## src/include/rv32i_macros.svh

```systemverilog
`ifndef RV32I_MACROS_SVH
`define RV32I_MACROS_SVH

// architectural word width of the RV32I datapath.
`define RV32I_XLEN 32

// entries in the memory-stage instruction queue.
// the execute stage starts out with this many credits.
`define MEM_Q_DEPTH 4

// number of 32-bit words in the on-chip data memory.
`define DMEM_WORDS 256

`endif
```

## src/verilog/rv32i_types.sv

```systemverilog
`include "rv32i_macros.svh"

package rv32i_types;

    typedef logic [`RV32I_XLEN-1:0]   rv32i_word;
    typedef logic [4:0]               rv32i_reg;
    typedef logic [`RV32I_XLEN/8-1:0] rv32i_be;

    // sources of the register write value.
    // labels carry a prefix so they stay apart from the pcmux labels.
    typedef enum logic [3:0]
    {
        rf_alu_out  = 4'b0000,
        rf_br_en    = 4'b0001,
        rf_u_imm    = 4'b0010,
        rf_lw       = 4'b0011,
        rf_pc_plus4 = 4'b0100,
        rf_lb       = 4'b0101,
        rf_lbu      = 4'b0110,
        rf_lh       = 4'b0111,
        rf_lhu      = 4'b1000
    } regfilemux_sel_t;

    // sources of the next PC.
    typedef enum logic [1:0]
    {
        pcmux_pc_plus4 = 2'b00,
        pcmux_alu_out  = 2'b01,
        pcmux_alu_mod2 = 2'b10
    } pcmux_sel_t;

    // store width, st_none for anything that does not write memory.
    typedef enum logic [1:0]
    {
        st_none = 2'b00,
        sb      = 2'b01,
        sh      = 2'b10,
        sw      = 2'b11
    } store_sel_t;

endpackage

```

## src/verilog/write_back.sv

```systemverilog
`timescale 1ns/1ps
`include "rv32i_macros.svh"

module write_back import rv32i_types::*;
(
    input  logic            wb_valid,
    input  rv32i_word       pc_plus4,
    input  rv32i_word       alu_in,
    input  rv32i_word       br_en_in,
    input  rv32i_word       u_imm,
    input  rv32i_reg        rd_in,
    input  logic            load_regfile_in,
    input  regfilemux_sel_t regfilemux_sel,
    input  pcmux_sel_t      pcmux_sel_in,
    input  rv32i_be         mem_byte_enable,
    input  rv32i_word       r_data_in,

    output logic            load_regfile,
    output rv32i_reg        rd,
    output rv32i_word       rd_data,

    output logic            pc_redirect_valid,
    output pcmux_sel_t      pcmux_sel,
    output rv32i_word       alu_out_to_pc
);

    logic [7:0]  load_byte;
    logic [15:0] load_half;

    assign load_regfile = wb_valid && load_regfile_in;
    assign rd           = rd_in;

    // pick the byte lane named by the byte enable.
    always_comb
    begin
        case (mem_byte_enable)
            4'b0010: load_byte = r_data_in[15:8];
            4'b0100: load_byte = r_data_in[23:16];
            4'b1000: load_byte = r_data_in[31:24];
            default: load_byte = r_data_in[7:0];
        endcase
    end

    always_comb
    begin
        case (mem_byte_enable)
            4'b0110: load_half = r_data_in[23:8];
            4'b1100: load_half = r_data_in[31:16];
            default: load_half = r_data_in[15:0];
        endcase
    end

    always_comb
    begin
        case (regfilemux_sel)
            rf_br_en:    rd_data = br_en_in;
            rf_u_imm:    rd_data = u_imm;
            rf_lw:       rd_data = r_data_in;
            rf_pc_plus4: rd_data = pc_plus4;
            rf_lb:       rd_data = {{24{load_byte[7]}}, load_byte};
            rf_lbu:      rd_data = {24'b0, load_byte};
            rf_lh:       rd_data = {{16{load_half[15]}}, load_half};
            rf_lhu:      rd_data = {16'b0, load_half};
            default:     rd_data = alu_in;
        endcase
    end

    // a taken branch or a jump steers fetch away from pc+4.
    always_comb
    begin
        if (br_en_in[0])
            pcmux_sel = pcmux_sel_in;
        else
            pcmux_sel = pcmux_pc_plus4;
    end

    assign pc_redirect_valid = wb_valid && (pcmux_sel != pcmux_pc_plus4);

    // jalr targets drop the low bit.
    assign alu_out_to_pc = (pcmux_sel_in == pcmux_alu_mod2) ?
                           {alu_in[`RV32I_XLEN-1:1], 1'b0} : alu_in;

endmodule

```

## config.mk

```make
export PLATFORM = sky130hd
export DESIGN_NAME = write_back
export DESIGN_NICKNAME = d
export VERILOG_FILES = /design/src/verilog/rv32i_types.sv /design/src/verilog/write_back.sv
export VERILOG_INCLUDE_DIRS = /design/src /design/src/include
export SDC_FILE = /design/constraint.sdc
export NUM_CORES = 1
export LEC_CHECK = 0
export ABC_AREA = 0
export BUFFER_PORTS_ARGS = -buffer_cell sky130_fd_sc_hd__buf_2
export CORE_AREA = 2 2 97 99
export DETAILED_ROUTE_END_ITERATION = 10
export DIE_AREA = 0 0 99 101
export MAX_ROUTING_LAYER = met4
export PLACE_DENSITY = 0.69
export SLEW_MARGIN = 15
export SYNTH_ARGS = -nofsm -noshare
export SYNTH_HDL_FRONTEND = slang
export SYNTH_SLANG_ARGS = --single-unit
```

## constraint.sdc

```tcl
create_clock -name vclk -period 5.25
set_clock_uncertainty 0.1 [all_clocks]
set_input_delay 0.525 -clock vclk [all_inputs]
set_output_delay 0.525 -clock vclk [all_outputs]
set_load 0.05 [all_outputs]
```

-- After elaboration in Yosys (flattened, before gate mapping)
Index checks and enable logic that the tools add are counted.
- equal/unequal tests: 14
- multiplexer cells: 5
- reductions and logical operators: 3
- operator list (operator ; number):
    32-bit case mux with 8 select lines ; 1
    16-bit case mux with 2 select lines ; 1
    4-bit by 3-bit == test with 1-bit output, second input constant ; 6
    8-bit case mux with 3 select lines ; 1
    4-bit by 2-bit == test with 1-bit output, second input constant ; 3
    4-bit == test, second input constant ; 3
    4-bit by 1-bit == test with 1-bit output, second input constant ; 1
    2-bit == test, second input constant ; 1
    1-bit logical AND ; 2
    2-bit two-way mux ; 1
    2-bit nonzero test ; 1
    1-bit two-way mux ; 1
- register bits after elaboration: 0
- output and inout bits: 73
- word-level logic and storage cells: 22

-- Longest topological paths before layout
- depth in word-level cells: 3
- mapped depth: 8
- mapped depth without buffers: 5

-- Least setup slack after synthesis
Ideal clock, no wire load.
- kind: input to output
- from: input port mem_byte_enable[3]
- to: output port rd_data[16]
- arrival: 2275 ps
- data required time: 4625 ps
- path slack: 2350 ps
- stages: 7
- path buffers: 2
- cell sequence: nor2b_1 -> buf_6 -> o311ai_4 -> a311oi_2 -> o31ai_4 -> buf_6 -> o32a_1
- word-level cells in the longest chain between the ends: 3
- RTL lines (element ; RTL line ; RTL):
    start: declaration ; write_back.sv:15 ; input rv32i_be mem_byte_enable,
    4-bit == test (tied with other cells) ; write_back.sv:36 ; case (mem_byte_enable)
    8-bit case mux with 3 select lines / 16-bit case mux with 2 select lines (equally long branches) ; write_back.sv:36, write_back.sv:46 ;
    32-bit case mux with 8 select lines * ; write_back.sv:55 ; case (regfilemux_sel)
    end: declaration ; write_back.sv:20 ; output rv32i_word rd_data,
Every way passes the cells marked *; elsewhere a longest branch is shown, timed or not.

-- Worst setup path in the final report
- from: input port regfilemux_sel[1]
- to: output port rd_data[23]
- word-level cells in the longest chain between the ends: 2
- RTL lines (element ; RTL line ; RTL):
    start: declaration ; write_back.sv:13 ; input regfilemux_sel_t regfilemux_sel,
    4-bit == test (tied with other cells) ; write_back.sv:55 ;
    32-bit case mux with 8 select lines * ; write_back.sv:55 ;
Marked as above.

==> summary.md <==
| Metric | Value |
|---|---|
| Final wirelength | `13.3 mm` |
| Ant. Diodes | `0` |
| Yosys cell types | `47` |
| Delay-heaviest family, CP | `buffers and inverters` |
| Worst path cell trace | `buf_2 -> nor3_1 -> xnor2_4 -> o31ai_4 -> buf_4 -> o32a_1 -> buf_2` |
| Initial antenna violation count | `0` |
| Slowest stage cell, crit path | `xnor2_4` |
| Met2 usage | `43.1%` |
| PnR Total Power | `510 µW` |
| Initial DRC Count | `452` |
| Post-synth top area cell | `buf_4` |
| CTS resizes | `0` |
| Setup tns final | `0 ns` |
| Avg Cell Area, Syn | `6.97 µm²` |
| Final GP Congestion | `0.945` |
| Final Hold Viols | `0` |
| Overflow after GRT | `0` |
| Drt pass-1 iters | `6` |
| Sequential fraction of the synthesis area | `0%` |
| PwrDens | `139 mW/mm²` |
| Crit path kind | `primary input to output port` |
| Worst Path Arrival | `3.37 ns` |
| Vias/cell | `6.02` |
| Critical Path Sink Type | `output port` |
| VDD IR max | `83.8 µV` |
| Unrepaired setup endpoints after global routing | `false` |
| CP max stage delay | `0.86 ns` |
| # fillers | `978` |
| Met3 GRT Util | `2.84%` |
| # clk buffers | `0` |
| Vias | `4039` |
| Most Crowded Layer GR | `met2` |
| Syn nets | `574` |
| Max Cap Violations | `0` |
| Total GRT Usage | `24.7%` |
| Worst hold path type | `primary input to output port` |
| Io pins | `250` |
| First-pass GRT wire length | `19.7 mm` |
| Post-synth top area share | `9.76%` |
| Ys Warns | `0` |
| CP Data Required Time | `4.62 ns` |
| Row cnt | `35` |
| Fmax | `250 MHz` |
| Starting Density | `30.8%` |
| Final setup fails | `0` |
| Worst slew pin tran | `1.03 ns` |
| Total die area | `0.0100 mm²` |
| Remaining DRCs | `0` |
| Final period util | `76.1%` |
| Die width | `99 µm` |
| Hold Buf Count CTS | `0` |
| Vias in the first global route | `3744` |
| Layout cell share with drive strength beyond 1 | `45.4%` |
| Synthesized area | `0.00277 mm²` |
| Core Box Area | `0.00898 mm²` |
| Final min period | `4.00 ns` |
| Outcome | `complete, no violations` |
| Die Ht | `101 µm` |
| Storage element area | `0 µm²` |
| Antenna-violating nets left | `0` |
| Synth area leaders | `buf_4 (9.8%), mux2i_1 (9.0%), o32a_1 (9.0%)` |
| Syn-to-layout area delta | `32.9%` |
| Fin util | `41.0%` |
| Slew HR | `30.9%` |
| PortBufs | `240` |
| Nets@finish | `739` |
| Mapped Cells | `397` |
| Largest net degree at the start of global routing | `60` |
| Final Max Tran Viols | `0` |
| CP startpoint kind | `primary input` |
| Most numerous cell in the Yosys netlist | `buf_4` |
| Maximum fanout along the worst path | `33` |
| Post-DP HPWL | `10.4 mm` |
| DR WL/cell | `19.8 µm` |
| Sequential cell count | `0` |
| Post-CTS Setup Inserts | `0` |
| Routing usage on met1 | `31.4%` |
| Cell mode on critical path | `buf_2` |
| Commonest cells in the netlist | `buf_4 (36), inv_1 (32), a22oi_1 (31)` |
| Pleak | `0.00179 µW` |
| WP buf/inv | `3` |
## final cells by class
class | instances | area (µm²) | area share (%)
repair buffers | 244 | 1230 | 33.5
multi-input cells | 284 | 2190 | 59.5
well taps | 111 | 139 | 3.78
inverters | 32 | 120 | 3.27
## path summary, 6_finish.rpt
kind / slack [ns] / cells past startpoint / startpoint / endpoint
setup / recovery: 1.25 / 7 / regfilemux_sel[1] / rd_data[23]
hold / removal: 0.95 / 0 / rd_in[0] / rd[0]
## cells in the final DEF, fill, tap and decap left out, types with 3 or more instances in the layout
master / n
a22oi_1: 31
nand2b_1: 12
and2_1: 3
a221oi_1: 14
nor2b_1: 9
o21ai_1: 8
o32a_1: 25
o22ai_1: 18
a222oi_1: 7
a22o_1: 8
inv_1: 32
o21ai_0: 19
a21oi_1: 9
a221o_1: 7
o221ai_1: 21
buf_2: 240
nor2_1: 24
a311oi_1: 6
buf_4: 4
o22a_1: 7
mux2i_1: 25
nand3b_1: 3
nor2b_2: 3
## cell families after synthesis
| kind of cell | after synthesis | share of synthesized area, % |
|---|---|---|
| xor gates and xnor gates | 2 | 1.31 |
| AOI/OAI and AO/OA | 191 | 55.2 |
| and+or+nand+nor | 66 | 13.1 |
| muxes | 25 | 9.04 |
| buffers and inverters | 113 | 21.4 |
## where the power goes
part	internal [µW]	switching (µW)	total [µW]
Clock	0	0	0
Combinational	166	343	510
Sequential	0	0	0
## metrics by stage
step / instances / worst slack (ns) / cell area (µm²) / hold WS, ns
after floorplan: 397 / 2.35 / 2770 / 1.12
after global placement: 671 / 1.32 / 3670 / 0.950
after detailed placement: 671 / 1.25 / 3680 / 0.950
after CTS: 671 / 1.25 / 3680 / 0.950
after global routing: 671 / 1.07 / 3680 / 0.950
final: 671 / 1.25 / 3680 / 0.950
## layer usage
layer	part of all wire, %	up-vias
met5	0	-
met4	0.81	0
met3	9.6	10
met2	49	256
met1	40	1891
li1	-	1882
Note: power is estimated with default switching activity, not from simulation.
