[src/include/rv32i_macros.svh]
`ifndef RV32I_MACROS_SVH
`define RV32I_MACROS_SVH

// architectural word width of the RV32I datapath.
`define RV32I_XLEN 32

// entries in the memory-stage instruction queue.
// the execute stage starts out with this many credits.
`define MEM_Q_DEPTH 4

// number of 32-bit words in the on-chip data memory.
`define DMEM_WORDS 256

`endif
[src/verilog/rv32i_types.sv]
`include "rv32i_macros.svh"

package rv32i_types;

    typedef logic [`RV32I_XLEN-1:0]   rv32i_word;
    typedef logic [4:0]               rv32i_reg;
    typedef logic [`RV32I_XLEN/8-1:0] rv32i_be;

    // sources of the register write value.
    // labels carry a prefix so they stay apart from the pcmux labels.
    typedef enum logic [3:0]
    {
        rf_alu_out  = 4'b0000,
        rf_br_en    = 4'b0001,
        rf_u_imm    = 4'b0010,
        rf_lw       = 4'b0011,
        rf_pc_plus4 = 4'b0100,
        rf_lb       = 4'b0101,
        rf_lbu      = 4'b0110,
        rf_lh       = 4'b0111,
        rf_lhu      = 4'b1000
    } regfilemux_sel_t;

    // sources of the next PC.
    typedef enum logic [1:0]
    {
        pcmux_pc_plus4 = 2'b00,
        pcmux_alu_out  = 2'b01,
        pcmux_alu_mod2 = 2'b10
    } pcmux_sel_t;

    // store width, st_none for anything that does not write memory.
    typedef enum logic [1:0]
    {
        st_none = 2'b00,
        sb      = 2'b01,
        sh      = 2'b10,
        sw      = 2'b11
    } store_sel_t;

endpackage

[src/verilog/mem_stage.sv]
`timescale 1ns/1ps
`include "rv32i_macros.svh"

module mem_stage import rv32i_types::*;
(
    input  logic            clk,
    input  logic            rst_n,

    input  logic            in_valid,
    input  rv32i_word       pc_plus4,
    input  rv32i_word       alu_result,
    input  rv32i_word       store_data,
    input  rv32i_word       br_en,
    input  rv32i_word       u_imm,
    input  rv32i_reg        rd,
    input  logic            load_regfile,
    input  regfilemux_sel_t regfilemux_sel,
    input  pcmux_sel_t      pcmux_sel,
    input  store_sel_t      store_sel,
    input  logic            mem_stall,
    output logic            credit_return,

    output rv32i_word       dmem_addr,
    output rv32i_word       dmem_wdata,
    output rv32i_be         dmem_wmask,
    output logic            dmem_read,

    output logic            wb_valid,
    output rv32i_word       wb_pc_plus4,
    output rv32i_word       wb_alu,
    output rv32i_word       wb_br_en,
    output rv32i_word       wb_u_imm,
    output rv32i_reg        wb_rd,
    output logic            wb_load_regfile,
    output regfilemux_sel_t wb_regfilemux_sel,
    output pcmux_sel_t      wb_pcmux_sel,
    output rv32i_be         wb_mem_byte_enable
);

    localparam int PTR_W = $clog2(`MEM_Q_DEPTH);
    localparam int CNT_W = $clog2(`MEM_Q_DEPTH + 1);

    rv32i_word       q_pc_plus4     [`MEM_Q_DEPTH];
    rv32i_word       q_alu          [`MEM_Q_DEPTH];
    rv32i_word       q_store_data   [`MEM_Q_DEPTH];
    rv32i_word       q_br_en        [`MEM_Q_DEPTH];
    rv32i_word       q_u_imm        [`MEM_Q_DEPTH];
    rv32i_reg        q_rd           [`MEM_Q_DEPTH];
    logic            q_load_regfile [`MEM_Q_DEPTH];
    regfilemux_sel_t q_regfilemux   [`MEM_Q_DEPTH];
    pcmux_sel_t      q_pcmux        [`MEM_Q_DEPTH];
    store_sel_t      q_store_sel    [`MEM_Q_DEPTH];

    logic [PTR_W-1:0] wr_ptr;
    logic [PTR_W-1:0] rd_ptr;
    logic [CNT_W-1:0] q_count;
    logic             pop;
    logic [1:0]       byte_off;
    rv32i_be          store_mask;
    rv32i_be          load_mask;

    function automatic logic [PTR_W-1:0] next_ptr(input logic [PTR_W-1:0] ptr);
        if (ptr == PTR_W'(`MEM_Q_DEPTH - 1))
            return '0;
        return ptr + 1'b1;
    endfunction

    // the head leaves the queue in every cycle the memory port is free.
    assign pop      = (q_count != '0) && !mem_stall;
    assign byte_off = q_alu[rd_ptr][1:0];

    always_comb
    begin
        case (q_store_sel[rd_ptr])
            sb:      store_mask = 4'b0001;
            sh:      store_mask = 4'b0011;
            sw:      store_mask = 4'b1111;
            default: store_mask = 4'b0000;
        endcase
    end

    always_comb
    begin
        case (q_regfilemux[rd_ptr])
            rf_lb, rf_lbu: load_mask = 4'b0001;
            rf_lh, rf_lhu: load_mask = 4'b0011;
            rf_lw:         load_mask = 4'b1111;
            default:       load_mask = 4'b0000;
        endcase
    end

    // memory port is driven straight from the queue head.
    assign dmem_addr  = {q_alu[rd_ptr][`RV32I_XLEN-1:2], 2'b00};
    assign dmem_wdata = q_store_data[rd_ptr] << {byte_off, 3'b000};
    assign dmem_wmask = pop ? rv32i_be'(store_mask << byte_off) : 4'b0000;
    assign dmem_read  = pop && (load_mask != 4'b0000);

    always_ff @(posedge clk)
    begin
        if (in_valid)
        begin
            q_pc_plus4[wr_ptr]     <= pc_plus4;
            q_alu[wr_ptr]          <= alu_result;
            q_store_data[wr_ptr]   <= store_data;
            q_br_en[wr_ptr]        <= br_en;
            q_u_imm[wr_ptr]        <= u_imm;
            q_rd[wr_ptr]           <= rd;
            q_load_regfile[wr_ptr] <= load_regfile;
            q_regfilemux[wr_ptr]   <= regfilemux_sel;
            q_pcmux[wr_ptr]        <= pcmux_sel;
            q_store_sel[wr_ptr]    <= store_sel;
        end
    end

    // occupancy also counts the credits still held by this stage.
    always_ff @(posedge clk)
    begin
        if (!rst_n)
        begin
            wr_ptr        <= '0;
            rd_ptr        <= '0;
            q_count       <= '0;
            credit_return <= 1'b0;
        end
        else
        begin
            credit_return <= pop;
            if (in_valid)
                wr_ptr <= next_ptr(wr_ptr);
            if (pop)
                rd_ptr <= next_ptr(rd_ptr);
            case ({in_valid, pop})
                2'b10:   q_count <= q_count + 1'b1;
                2'b01:   q_count <= q_count - 1'b1;
                default: q_count <= q_count;
            endcase
        end
    end

    always_ff @(posedge clk)
    begin
        if (!rst_n)
            wb_valid <= 1'b0;
        else
            wb_valid <= pop;
    end

    always_ff @(posedge clk)
    begin
        if (pop)
        begin
            wb_pc_plus4        <= q_pc_plus4[rd_ptr];
            wb_alu             <= q_alu[rd_ptr];
            wb_br_en           <= q_br_en[rd_ptr];
            wb_u_imm           <= q_u_imm[rd_ptr];
            wb_rd              <= q_rd[rd_ptr];
            wb_load_regfile    <= q_load_regfile[rd_ptr];
            wb_regfilemux_sel  <= q_regfilemux[rd_ptr];
            wb_pcmux_sel       <= q_pcmux[rd_ptr];
            wb_mem_byte_enable <= rv32i_be'(load_mask << byte_off);
        end
    end

endmodule

[config.mk]
export PLATFORM = sky130hd
export DESIGN_NAME = mem_stage
export DESIGN_NICKNAME = d
export VERILOG_FILES = /design/src/verilog/rv32i_types.sv /design/src/verilog/mem_stage.sv
export VERILOG_INCLUDE_DIRS = /design/src /design/src/include
export SDC_FILE = /design/constraint.sdc
export NUM_CORES = 1
export LEC_CHECK = 0
export ABC_AREA = 1
export CAP_MARGIN = 20
export CELL_PAD_IN_SITES_DETAIL_PLACEMENT = 1
export CELL_PAD_IN_SITES_GLOBAL_PLACEMENT = 1
export CORE_MARGIN = 5
export CORE_UTILIZATION = 52
export DETAILED_ROUTE_END_ITERATION = 7
export DONT_BUFFER_PORTS = 1
export GPL_TIMING_DRIVEN = 0
export PLACE_DENSITY = 0.78
export SLEW_MARGIN = 10
export SYNTH_ARGS = -nofsm -noshare
export SYNTH_HDL_FRONTEND = slang
export SYNTH_SLANG_ARGS = --single-unit
[constraint.sdc]
create_clock -name clk -period 12.07 [get_ports clk]
set_input_delay 0.6035 -clock clk [delete_from_list [all_inputs] [get_ports clk]]
set_output_delay 0.6035 -clock clk [all_outputs]
set_load 0.02 [all_outputs]
Word-level counts from Yosys, hierarchy flattened
Memory sizes are Yosys's and may differ from the RTL's. A register that Yosys moved wholly into a read port is not among the register bits. Index checks and enable logic that the tools add are counted.

Flip-flop bits (word level): 48. Memory bits (writable): 696. Memories: 10.

Memories: q_alu (words 4, bits a word 32, rd ports 1, clocked after Yosys merged registers in 1, write ports 1, RTL line mem_stage.sv:44) `` rv32i_word q_alu [`MEM_Q_DEPTH]; ``; q_br_en (words 4, bits a word 32, rd ports 1, clocked after Yosys merged registers in 1, write ports 1, RTL line mem_stage.sv:46) `` rv32i_word q_br_en [`MEM_Q_DEPTH]; ``; q_pc_plus4 (words 4, bits a word 32, rd ports 1, clocked after Yosys merged registers in 1, write ports 1, RTL line mem_stage.sv:43) `` rv32i_word q_pc_plus4 [`MEM_Q_DEPTH]; ``; q_store_data (words 4, bits a word 32, rd ports 1, clocked after Yosys merged registers in 1, write ports 1, RTL line mem_stage.sv:45) `` rv32i_word q_store_data [`MEM_Q_DEPTH]; ``; q_u_imm (words 4, bits a word 32, rd ports 1, clocked after Yosys merged registers in 1, write ports 1, RTL line mem_stage.sv:47) `` rv32i_word q_u_imm [`MEM_Q_DEPTH]; ``; q_rd (words 4, bits a word 5, rd ports 1, clocked after Yosys merged registers in 1, write ports 1, RTL line mem_stage.sv:48) `` rv32i_reg q_rd [`MEM_Q_DEPTH]; ``; +4 memories.

Add/sub/neg operators: 4. Eq/ne operators: 12. Shift-type cells: 3. Multiplexer cells: 24. Reductions and logical operators: 8.

Operators by type and width (count): 32-bit by 5-bit left shift with 32-bit output (1); 2-bit 2-to-1 mux (12); 4-bit one-hot mux with 3 select lines (2); 4-bit by 3-bit equality test with 1-bit output (second input constant) (3); 2-bit equality test (second input constant) (5); 1-bit 2-to-1 mux (8); 4-bit by 2-bit left shift with 4-bit output (2); 3-bit one-hot mux with 2 select lines (1); 2-bit by 1-bit adder with 2-bit output (second input constant) (2); 2-bit by 1-bit equality test with 1-bit output (second input constant) (2); 4-bit by 2-bit equality test with 1-bit output (second input constant) (1); 4-bit equality test (second input constant) (1); 4-bit 2-to-1 mux (1); 4-bit nonzero test (1); 2-bit OR reduction (2); 3-bit by 1-bit adder with 3-bit output (second input constant) (1); 3-bit nonzero test (1); 3-bit by 1-bit subtractor with 3-bit output (second input constant) (1); 1-bit logical AND (2); 2-bit nonzero test (1); 1-bit logical NOT (1).

Depth between registers and ports, before layout
Gate-level depths: netlist (run 1).

Depth in word-level cells: 7. Depth in mapped cells: 12. Mapped depth without buffers: 10.

Least setup slack after synthesis (run 1)
No wires, ideal clock.

Path type: input-to-output. Start: in mem_stall. End: out dmem_wmask[0]. Arrival time: 8337 ps. Required time: 11466 ps. Slack: 3129 ps. Stages on the path: 3. Buffers on the path: 0. Cell sequence: nor2_1 > inv_1 > nor3_1.

Longest elaborated chain between the ends: 3.

RTL lines: start: declaration (RTL line mem_stage.sv:20) `input logic mem_stall,`; 1-bit logical NOT (RTL line mem_stage.sv:69) `assign pop = (q_count != '0) && !mem_stall;`; 1-bit logical AND (RTL line mem_stage.sv:69); 4-bit 2-to-1 mux (RTL line mem_stage.sv:95) `assign dmem_wmask = pop ? rv32i_be'(store_mask << byte_off) : 4'b0000;`; end: declaration (RTL line mem_stage.sv:25) `output rv32i_be dmem_wmask,`.

No other way between the ends.

Final worst setup path (run 1)
Start: reg q_count[0]. End: out dmem_wmask[0].

Longest elaborated chain between the ends: 3.

RTL lines: start: declaration (RTL line mem_stage.sv:56) `logic [CNT_W-1:0] q_count;`; start signal: assignment (RTL line mem_stage.sv:133) `2'b10: q_count <= q_count + 1'b1;`; start signal: assignment (RTL line mem_stage.sv:134) `2'b01: q_count <= q_count - 1'b1;`; start signal: assignment (RTL line mem_stage.sv:135) `default: q_count <= q_count;`; 3-bit nonzero test (RTL line mem_stage.sv:69); 1-bit logical AND (RTL line mem_stage.sv:69); named net pop (RTL line mem_stage.sv:57) `logic pop;`; 4-bit 2-to-1 mux (RTL line mem_stage.sv:95).

The timed path passes the listed nets, and every way through them passes these cells.

==> results of run 1 <==
## kinds of logic (layout without fill, tap and decap cells)
logic type	count (synthesis)	in the layout	synth area share
buf+inv	153	320	0.0232
fa+ha+maj	7	7	0.00303
simple gates	601	601	0.0757
other cells	1	2	0.000120
flops	850	850	0.811
compound gates	502	502	0.0868
## critical path: stages (launching register included)
cell and delay, ns:
dfxtp_1 0.38, nor3_1 0.11, nor2_4 0.57, inv_1 0.46, nor3_1 0.91
## per-layer routing
layer,track usage,wire length (µm),up-vias
met2,0.440,43900,804
met5,0,0,-
met1,0.300,30800,9507
li1,-,-,8083
met3,0.0832,7970,169
met4,0.102,3330,0
## area by class of cell
| class | instances | area (µm²) |
|---|---|---|
| flip-flops and latches | 850 | 25400 |
| fillers | 5530 | 24600 |
| multi-input cells | 1112 | 5200 |
| clock buffers | 103 | 2170 |
| well taps | 782 | 978 |
| plain buffers | 129 | 636 |
| clock inverters | 53 | 552 |
| repair buffers | 11 | 280 |
| inverters | 24 | 123 |
## cells in the mapped netlist
master    count  area [µm²]
nand3_2       2        20.0
nand2_1     196         736
buf_6         5        56.3
buf_4        19         143
inv_1        21        78.8
nand2_2       1        6.26
fa_1          1        20.0
nand4_1       1        6.26
edfxtp_1    840       25200
o22ai_1     142         888
o21ai_1      20         100
ha_1          6        75.1
dfxtp_1      10         200
a31oi_1       1        6.26
nand3_1      70         350
clkbuf_1     71         267
nor2_1      327        1230
a21oi_1      17        85.1
inv_4         1        6.26
nand2_4       1        11.3
o22a_1        8        70.1
conb_1        1        3.75
o21ai_0     314        1570
nor3_1        3        15.0
inv_2         2        7.51
buf_2        34         170
## layout by cell type, fill, tap and decap left out, types with 18 or more instances in the layout
cell and count:
buf_4 19, clkbuf_1 90, o21ai_0 314, clkinv_2 18
clkinv_1 18, o22ai_1 142, nand3_1 70, clkbuf_16 84
nor2_1 326, buf_2 34, edfxtp_1 840, nand2_1 196
o21ai_1 20
## path summary, 6_finish.rpt
kind,start,to,slack (ns)
setup reg to reg,register,wb_alu[2],9.37
hold reg to reg,q_count[2],q_count[2],0.48
setup / recovery,q_count[0],dmem_wmask[0],8.43
hold / removal,u_imm[31],q_u_imm[0][31],0.06
## per-stage QoR
stage               std cells  hold WS, ns  TNS (ns)  cell area (µm²)  utilization
global route             3064       0.0246         0            35400        0.589
global placement         2897        0.449    -25.07            32300        0.539
finish                   3064       0.0574         0            35400        0.589
detailed placement       2908        0.486         0            32600        0.544
CTS                      3064       0.0230         0            35400        0.589
floorplan                2115        0.438         0            31300            -
## registers in the layout, summed over array words and instances, names as in the netlist, 3 cells and up, named ones only
name and count:
q_alu 128, q_br_en 128, q_count 3, q_load_regfile 4
q_pc_plus4 128, q_pcmux 8, q_rd 20, q_regfilemux 16
q_store_data 128, q_store_sel 8, q_u_imm 128, wb_alu 32
wb_br_en 32, wb_mem_byte_enable 4, wb_pc_plus4 32, wb_rd 5
wb_regfilemux_sel 4, wb_u_imm 32
## power by group through the flow
stage / clock network (W) / registers [W] / logic [W]
after floorplan: 0 / 0.00392 / 0.000990
after detailed placement: 0 / 0.00394 / 0.00155
after CTS: 0.00262 / 0.00389 / 0.00158
after global routing: 0.00278 / 0.00390 / 0.00169
after global placement: 0 / 0.00401 / 0.00145
final: 0.00259 / 0.00388 / 0.00157
==> results.cfg, run 1 <==
[sta]
hold_viol_final = 0
fin_crit_sh = 0.302
fin_ws_ns = 8.43
max-slew-margin-rel = 0.338
fmax_ghz = 0.275
rsz0062_at_grt = false
setup_violations = 0
period_needed_ns = 3.64
worst_pin_slew_ns = 0.986
drv_slew = 0
fin_skew_ns = 0.0291

[floorplan]
dieWidth_um = 256
pin_count = 393
dieArea_um2 = 65300
coreArea_um2 = 60000
die_h_um = 256
start_util = 0.522
rows = 90

[cts]
hold_buffers = 0
cts_setup_buffers = 0
cts.sinks = 850
cts_tree = yes
clk_latency_ns = 0.64
post_cts_resized = 0
cts_buffers = 84
clockRootBuffer = clkbuf_16
cts_buffer_depth = 3
htreeDepth = 3
path_clk_slew_ns = 0.07

[placed_design]
hpwl_um = 55300
globalplace.congestion = 0.891
port_buffers = 0
dp_slack_ns = 8.98

[worst_setup_path]
arrival_ns = 3.04
worst_ep_required_time_ns = 11.47
start_kind = register
reg2reg_depth = 7
crit_path_end_kind = output pin
crit_fanout = 17
crit_type = reg -> out

[synthesis]
ys_seq_area_frac = 0.811
mappedNetlistArea_um2 = 31300
syn-mean-instance-area_um2 = 14.8
ys_seq_elements = 850
synth_cell_types = 26
ys_warn_count = 0
synth_cells = 2114

[status]
status = finished clean

[hold_path]
min_path_cells = 0
hold_class = in -> reg

[routing]
wl_per_cell_um = 28.1
firstDrtPassIters = 5
routed-via-count = 18600
viasPerCell = 6.06
ant_nets = 0
drcViolationCount = 0
initialDrtViolationCount = 1839
routed_wirelength_um = 86000

[flow_run]
maxCapViolations = 0

[finish]
nets = 2397
diodes = 0
drive_gt1_frac = 0.0876
syn_to_final_growth_pct = 12.8

[pwr]
p_clk_frac = 0.322
combPwrFrac = 0.196
power.total_w = 0.00804
p_int_w = 0.00546
seq_power_share = 0.483
p_sw_w = 0.00258
p_per_area_nw_per_um2 = 227
peakVddDrop_mv = 0.151
leakage_nw = 11.8
swShare = 0.321

[grt]
grt_usage = 0.255
grt_pass1_wl_um = 127000
antenna_found_initial = 2
grt_pass1_vias = 19900
grt.overflow.total = 0
grt_max_degree = 97
Note: power is estimated with default switching activity, not from simulation.
==> run 2, diff against run 1 <==
- clock period: 12.07 -> 3.7 ns (I/O delays scaled with it)
==> run 2 against run 1 <==
Clock power rose to 3.5 times the previous value. Critical path depth up 1. Setup slack worse by 7.8 ns. Routed wire length up 14%. Worst hold slack better by 0.026 ns.
==> results.cfg, run 2 (synthesized netlist as in run 1, its figures left out) <==
[status]
status = finished clean

[worst_setup_path]
start_kind = register
reg2reg_setup_slack_ns = 0.81
endpoint = dmem_addr[6]
timing.rr.end = wb_u_imm[27]
rr_startpoint = rd_ptr[1]
crit_path_end_kind = output pin
reg2reg_depth = 5
crit_fanout = 10
worst_ep_required_time_ns = 3.51
crit_type = reg -> out
arrival_ns = 2.89

[sta]
fin_tns_setup_ns = 0
setup_violations = 0
period_needed_ns = 3.08
rsz0062_at_grt = false
worst_pin_slew_ns = 0.896
fmax_ghz = 0.325
fin_skew_ns = 0.0404
fin_crit_sh = 0.831
hold_viol_final = 0
drv_slew = 0
max-slew-margin-rel = 0.398
hold_slack_ns = 0.0832

[cts]
cts_tree = yes
post_cts_resized = 0
cts_buffers = 85
htreeDepth = 3
cts.sinks = 850
clk_latency_ns = 0.65
cts_buffer_depth = 3
path_clk_slew_ns = 0.06
clockRootBuffer = clkbuf_16

[floorplan]
pin_count = 393
dieArea_um2 = 65300
start_util = 0.522
die_h_um = 256
coreArea_um2 = 60000
dieWidth_um = 256
rows = 90

[finish]
instances_no_fill = 3264
syn_to_final_growth_pct = 20.3
nets = 2595
most-common-layout-cells = edfxtp_1 (840), nor2_1 (326), o21ai_0 (312), nand2_1 (196), dlygate4sd3_1 (177)
fin_area_um2 = 37700
utilization = 0.628
final_common_cell = edfxtp_1
drive_gt1_frac = 0.0930

[pwr]
p_per_area_nw_per_um2 = 728
leakage_nw = 12.7
combPwrFrac = 0.204
seq_power_share = 0.462
p_clk_frac = 0.334
p_int_w = 0.0185
swShare = 0.328
p_sw_w = 0.00901
peakVddDrop_mv = 0.543

[placed_design]
globalplace.congestion = 0.912
port_buffers = 0
place_inst = 2928
dpl-instance-area_um2 = 33000
hpwl_um = 58400

[routing]
ant_nets = 0
drcViolationCount = 0
firstDrtPassIters = 5
initialDrtViolationCount = 2184
wl_per_cell_um = 30.0
routed-via-count = 20300
viasPerCell = 6.22
routed_wirelength_um = 98000

[grt]
grt_max_degree = 33
grt_usage = 0.290
antenna_found_initial = 11
grt_pass1_vias = 21800
grt.overflow.total = 0
grt_pass1_wl_um = 144000

[hold_path]
hold_class = in -> reg

[flow_run]
maxCapViolations = 0
-- run 2: cell count changes in the layout (fill, tap and decap cells not counted), moves of 7 or more --
cell	previous run	this run
buf_12	3	27
clkbuf_1	90	82
clkinv_2	18	11
clkinvlp_4	1	8
diode_2	0	8
dlygate4sd3_1	0	177
-- run 2: metrics by stage --
stage	setup WS, ns	power [W]
5_1_grt	0.515	0.0284
6_report	0.624	0.0275
4_1_cts	0.617	0.0273
3_3_place_gp	-2.72	0.0177
3_5_place_dp	1.13	0.0180
2_1_floorplan	-0.103	0.0159
-- run 2: power groups by stage --
stage / combinational (W) / clock, W / sequential, W
after floorplan: 0.00324 / 0 / 0.0127
after global placement: 0.00474 / 0 / 0.0129
after detailed placement: 0.00513 / 0 / 0.0129
after CTS: 0.00547 / 0.00911 / 0.0127
after global routing: 0.00595 / 0.00972 / 0.0127
final: 0.00560 / 0.00918 / 0.0127
-- run 2: worst max-delay path: stages (launching register included) --
cell and delay (ns):
dfxtp_1 0.38, buf_2 0.27, buf_2 0.36, clkbuf_1 0.42, o21ai_0 0.21, o22ai_1 0.63
-- run 2: what timing repair did --
| action | 4_1_cts | 5_1_grt |
|---|---|---|
| endpoints found under the hold margin | 714 | 0 |
| hold buffers | 177 | 0 |
| buffers inserted | 0 | 0 |
-- run 2: cell type report --
cell class / instances / area, µm²
sequential: 850 / 25400
fill: 5358 / 22300
multi-input combinational: 1112 / 5210
timing repair buffer: 208 / 2420
clock buffer: 98 / 2200
tap: 782 / 978
clock inverter: 53 / 708
buffer: 129 / 636
inverter: 24 / 108
antenna: 8 / 20.0
-- run 2: layer usage --
| layer | track usage | routed length (µm) | vias up |
|---|---|---|---|
| li1 | - | - | 8478 |
| met1 | 0.349 | 34900 | 10400 |
| met2 | 0.522 | 51700 | 1166 |
| met3 | 0.0622 | 8020 | 231 |
| met4 | 0.0984 | 3250 | 6 |
| met5 | 0 | 41 | - |
-- run 2: worst min path at each step --
stage | startpoint | to | slack (ns) | cells after the start
2_1_floorplan | alu_result[0] | q_alu[0][0] | 0.28 | 0
3_3_place_gp | u_imm[19] | q_u_imm[0][19] | 0.28 | 0
3_5_place_dp | br_en[21] | q_br_en[0][21] | 0.28 | 0
4_1_cts | in_valid | q_store_data[1][9] | 0.07 | 2
5_1_grt | in_valid | q_store_data[1][14] | 0.08 | 2
6_report | in_valid | q_store_data[1][14] | 0.08 | 2
==> run 3, diff against run 2 <==
- ABC_AREA: 1 -> 0
- CORE_UTILIZATION: 52 -> 50
- PLACE_DENSITY: 0.78 -> 0.75
- clock period: 3.7 -> 2.8 ns (I/O delays scaled with it)
==> run 3 against run 2 <==
Combinational power is 9.1% higher. First-iteration DRC count is 46% lower. Final area decreased by 1.3%. Largest cell class unchanged. Sequential share of layout area is 0.89 points higher. Setup slack worse by 0.55 ns. Final cell count fell by 27%. Critical endpoint is now dmem_wdata[19].
==> results.cfg, run 3 <==
[grt]
grt_usage = 0.216
grt_max_degree = 50
grt_pass1_wl_um = 106000
grt_pass1_vias = 15300
grt.overflow.total = 0
antenna_found_initial = 11

[cts]
htreeDepth = 3
cts.sinks = 850
path_clk_slew_ns = 0.06
cts_buffers = 86
clk_latency_ns = 0.65
cts_tree = yes
cts_buffer_depth = 3
clockRootBuffer = clkbuf_16

[synthesis]
async_reset_ff_frac = 0
synth_cells = 1229
yosysTopAreaCellShare = 0.825
ys_seq_elements = 850
ys_warn_count = 0
synth.most_common_cell = edfxtp_1
ys.flop_type = edfxtp_1
mappedNetlistArea_um2 = 30600
syn-mean-instance-area_um2 = 24.9
synth_common_cells = edfxtp_1 (840), mux4_2 (174), buf_2 (23), clkbuf_1 (23), mux2i_1 (17)
yosysTopAreaCell = edfxtp_1
synth_area_leaders = edfxtp_1 (82%), mux4_2 (13%), dfxtp_1 (0.65%)
ys_seq_area_frac = 0.831
synth_edf_count = 840
synth_cell_types = 40

[floorplan]
pin_count = 393
start_util = 0.506
die_h_um = 257
rows = 90
coreArea_um2 = 60500
dieArea_um2 = 66200
dieWidth_um = 257

[sta]
period_needed_ns = 2.72
max-slew-margin-rel = 0.332
worst_pin_slew_ns = 0.997
drv_slew = 0
setup_violations = 0
hold_viol_final = 0
rsz0062_at_grt = true
fin_skew_ns = 0.0309
fmax_ghz = 0.367
fin_crit_sh = 0.972
fin_tns_setup_ns = 0

[placed_design]
port_buffers = 0
dpl-instance-area_um2 = 32000
place_inst = 2028
globalplace.congestion = 0.788
hpwl_um = 42800

[pwr]
seq_power_share = 0.491
peakVddDrop_mv = 1.01
swShare = 0.286
combPwrFrac = 0.178
power.total_w = 0.0343
leakage_nw = 11.8
p_clk_frac = 0.331
p_sw_w = 0.00980
p_per_area_nw_per_um2 = 922
p_int_w = 0.0245

[routing]
ant_nets = 0
firstDrtPassIters = 5
routed-via-count = 14000
viasPerCell = 5.89
routed_wirelength_um = 72400
drcViolationCount = 0
initialDrtViolationCount = 1186
wl_per_cell_um = 30.4

[worst_setup_path]
crit_fanout = 10
critPathSlowestCell = mux4_2
arrival_ns = 2.58
crit_type = reg -> out
worst_ep_required_time_ns = 2.66
start_kind = register
path_cells = buf_8 > mux4_2 > buf_2 > nor2b_1 > buf_4 > buf_12 > nand2_1 > o21ai_1
crit_path_end_kind = output pin
reg2reg_depth = 4
cp_slowest_stage_delay_ns = 0.50

[finish]
fillers = 4770
most-common-layout-cells = edfxtp_1 (840), dlygate4sd3_1 (176), mux4_2 (174), clkbuf_16 (88), clkbuf_1 (27)
syn_to_final_growth_pct = 21.7
final_common_cell = edfxtp_1
drive_gt1_frac = 0.276
fin_area_um2 = 37200
instances_no_fill = 2379
nets = 1706

[hold_path]
min_path_cells = 1
hold_class = in -> reg

[status]
status = finished clean

[flow_run]
maxCapViolations = 0
run 3: changes by cell type in the layout (fill, tap and decap cells not counted), sizes merged, moves of 17 or more:
cell    before  now
buf         89   60
nor2       327   11
clkbuf     169  132
o22ai      142    2
nand2      198   14
mux4         0  174
nand3       72    1
mux2i        0   17
o21ai      334   10
run 3: path summary, 6_finish.rpt:
check	endpoint	startpoint	slack, ns
worst max-delay path	dmem_wdata[19]	register	0.08
worst min-delay path	q_regfilemux[0][1]	in_valid	0.09
worst max register to register	wb_u_imm[7]	rd_ptr[1]	0.13
worst min register to register	q_count[2]	q_count[2]	0.49
run 3: power by group through the flow:
| stage | registers (W) | logic [W] | clock network (W) |
|---|---|---|---|
| floorplan | 0.0169 | 0.00361 | 0 |
| global placement | 0.0171 | 0.00489 | 0 |
| detailed placement | 0.0171 | 0.00502 | 0 |
| CTS | 0.0169 | 0.00591 | 0.0114 |
| global route | 0.0169 | 0.00649 | 0.0122 |
| finish | 0.0169 | 0.00611 | 0.0113 |
run 3: area by class of cell:
type	count	area [µm²]	share of cell area
inverters	10	41.3	0.00111
clock buffers	109	2300	0.0618
clock inverters	46	508	0.0137
multi-input cells	313	5240	0.141
repair buffers	205	2310	0.0621
well taps	782	978	0.0263
plain buffers	54	382	0.0103
flip-flops and latches	850	25400	0.683
repair inverters	1	5.00	0.000134
diodes	9	22.5	0.000605
run 3: cells by family (layout without fill, tap and decap cells):
group / after synthesis / after routing / synth area share
xor gates and xnor gates: 3 / 3 / 0.000859
buffers and inverters: 67 / 425 / 0.0101
and+or+nand+nor: 66 / 66 / 0.0120
DFF: 850 / 850 / 0.831
adders and majority gates: 8 / 8 / 0.00344
muxes: 191 / 191 / 0.134
AOI/OAI and AO/OA: 43 / 43 / 0.00855
other: 1 / 11 / 0.000123
run 3: metrics by stage:
stage	hold WS, ns	worst slack, ns	util
2_1_floorplan	0.239	-1.32	-
5_1_grt	0.0849	-0.0281	0.615
4_1_cts	0.0471	-0.100	0.612
6_report	0.0873	0.0775	0.615
3_5_place_dp	0.239	-0.326	0.529
3_3_place_gp	0.239	-3.24	0.522
run 3: worst max-delay path, delay by kind of cell, from the launching register on:
family,cells,cell delay (ns)
AOI/OAI and AO/OA,1,0.24
buffers and inverters,4,0.64
DFF,1,0.33
muxes,1,0.50
and+or+nand+nor,2,0.24
run 3: routing by layer:
layer,up-vias,GRT usage,share of wire
met1,7503,0.273,0.38
met4,2,0.0624,0.026
li1,5801,-,-
met5,-,0,0.000097
met3,118,0.0547,0.070
met2,594,0.374,0.53
run 3: timing repair:
item	4_1_cts	5_1_grt
pin swaps	5	2
hold buffers	176	0
gates cloned	1	1
endpoints found under the setup margin	144	48
gates resized for setup	113	31
endpoints found under the hold margin	706	0
setup buffers	7	5
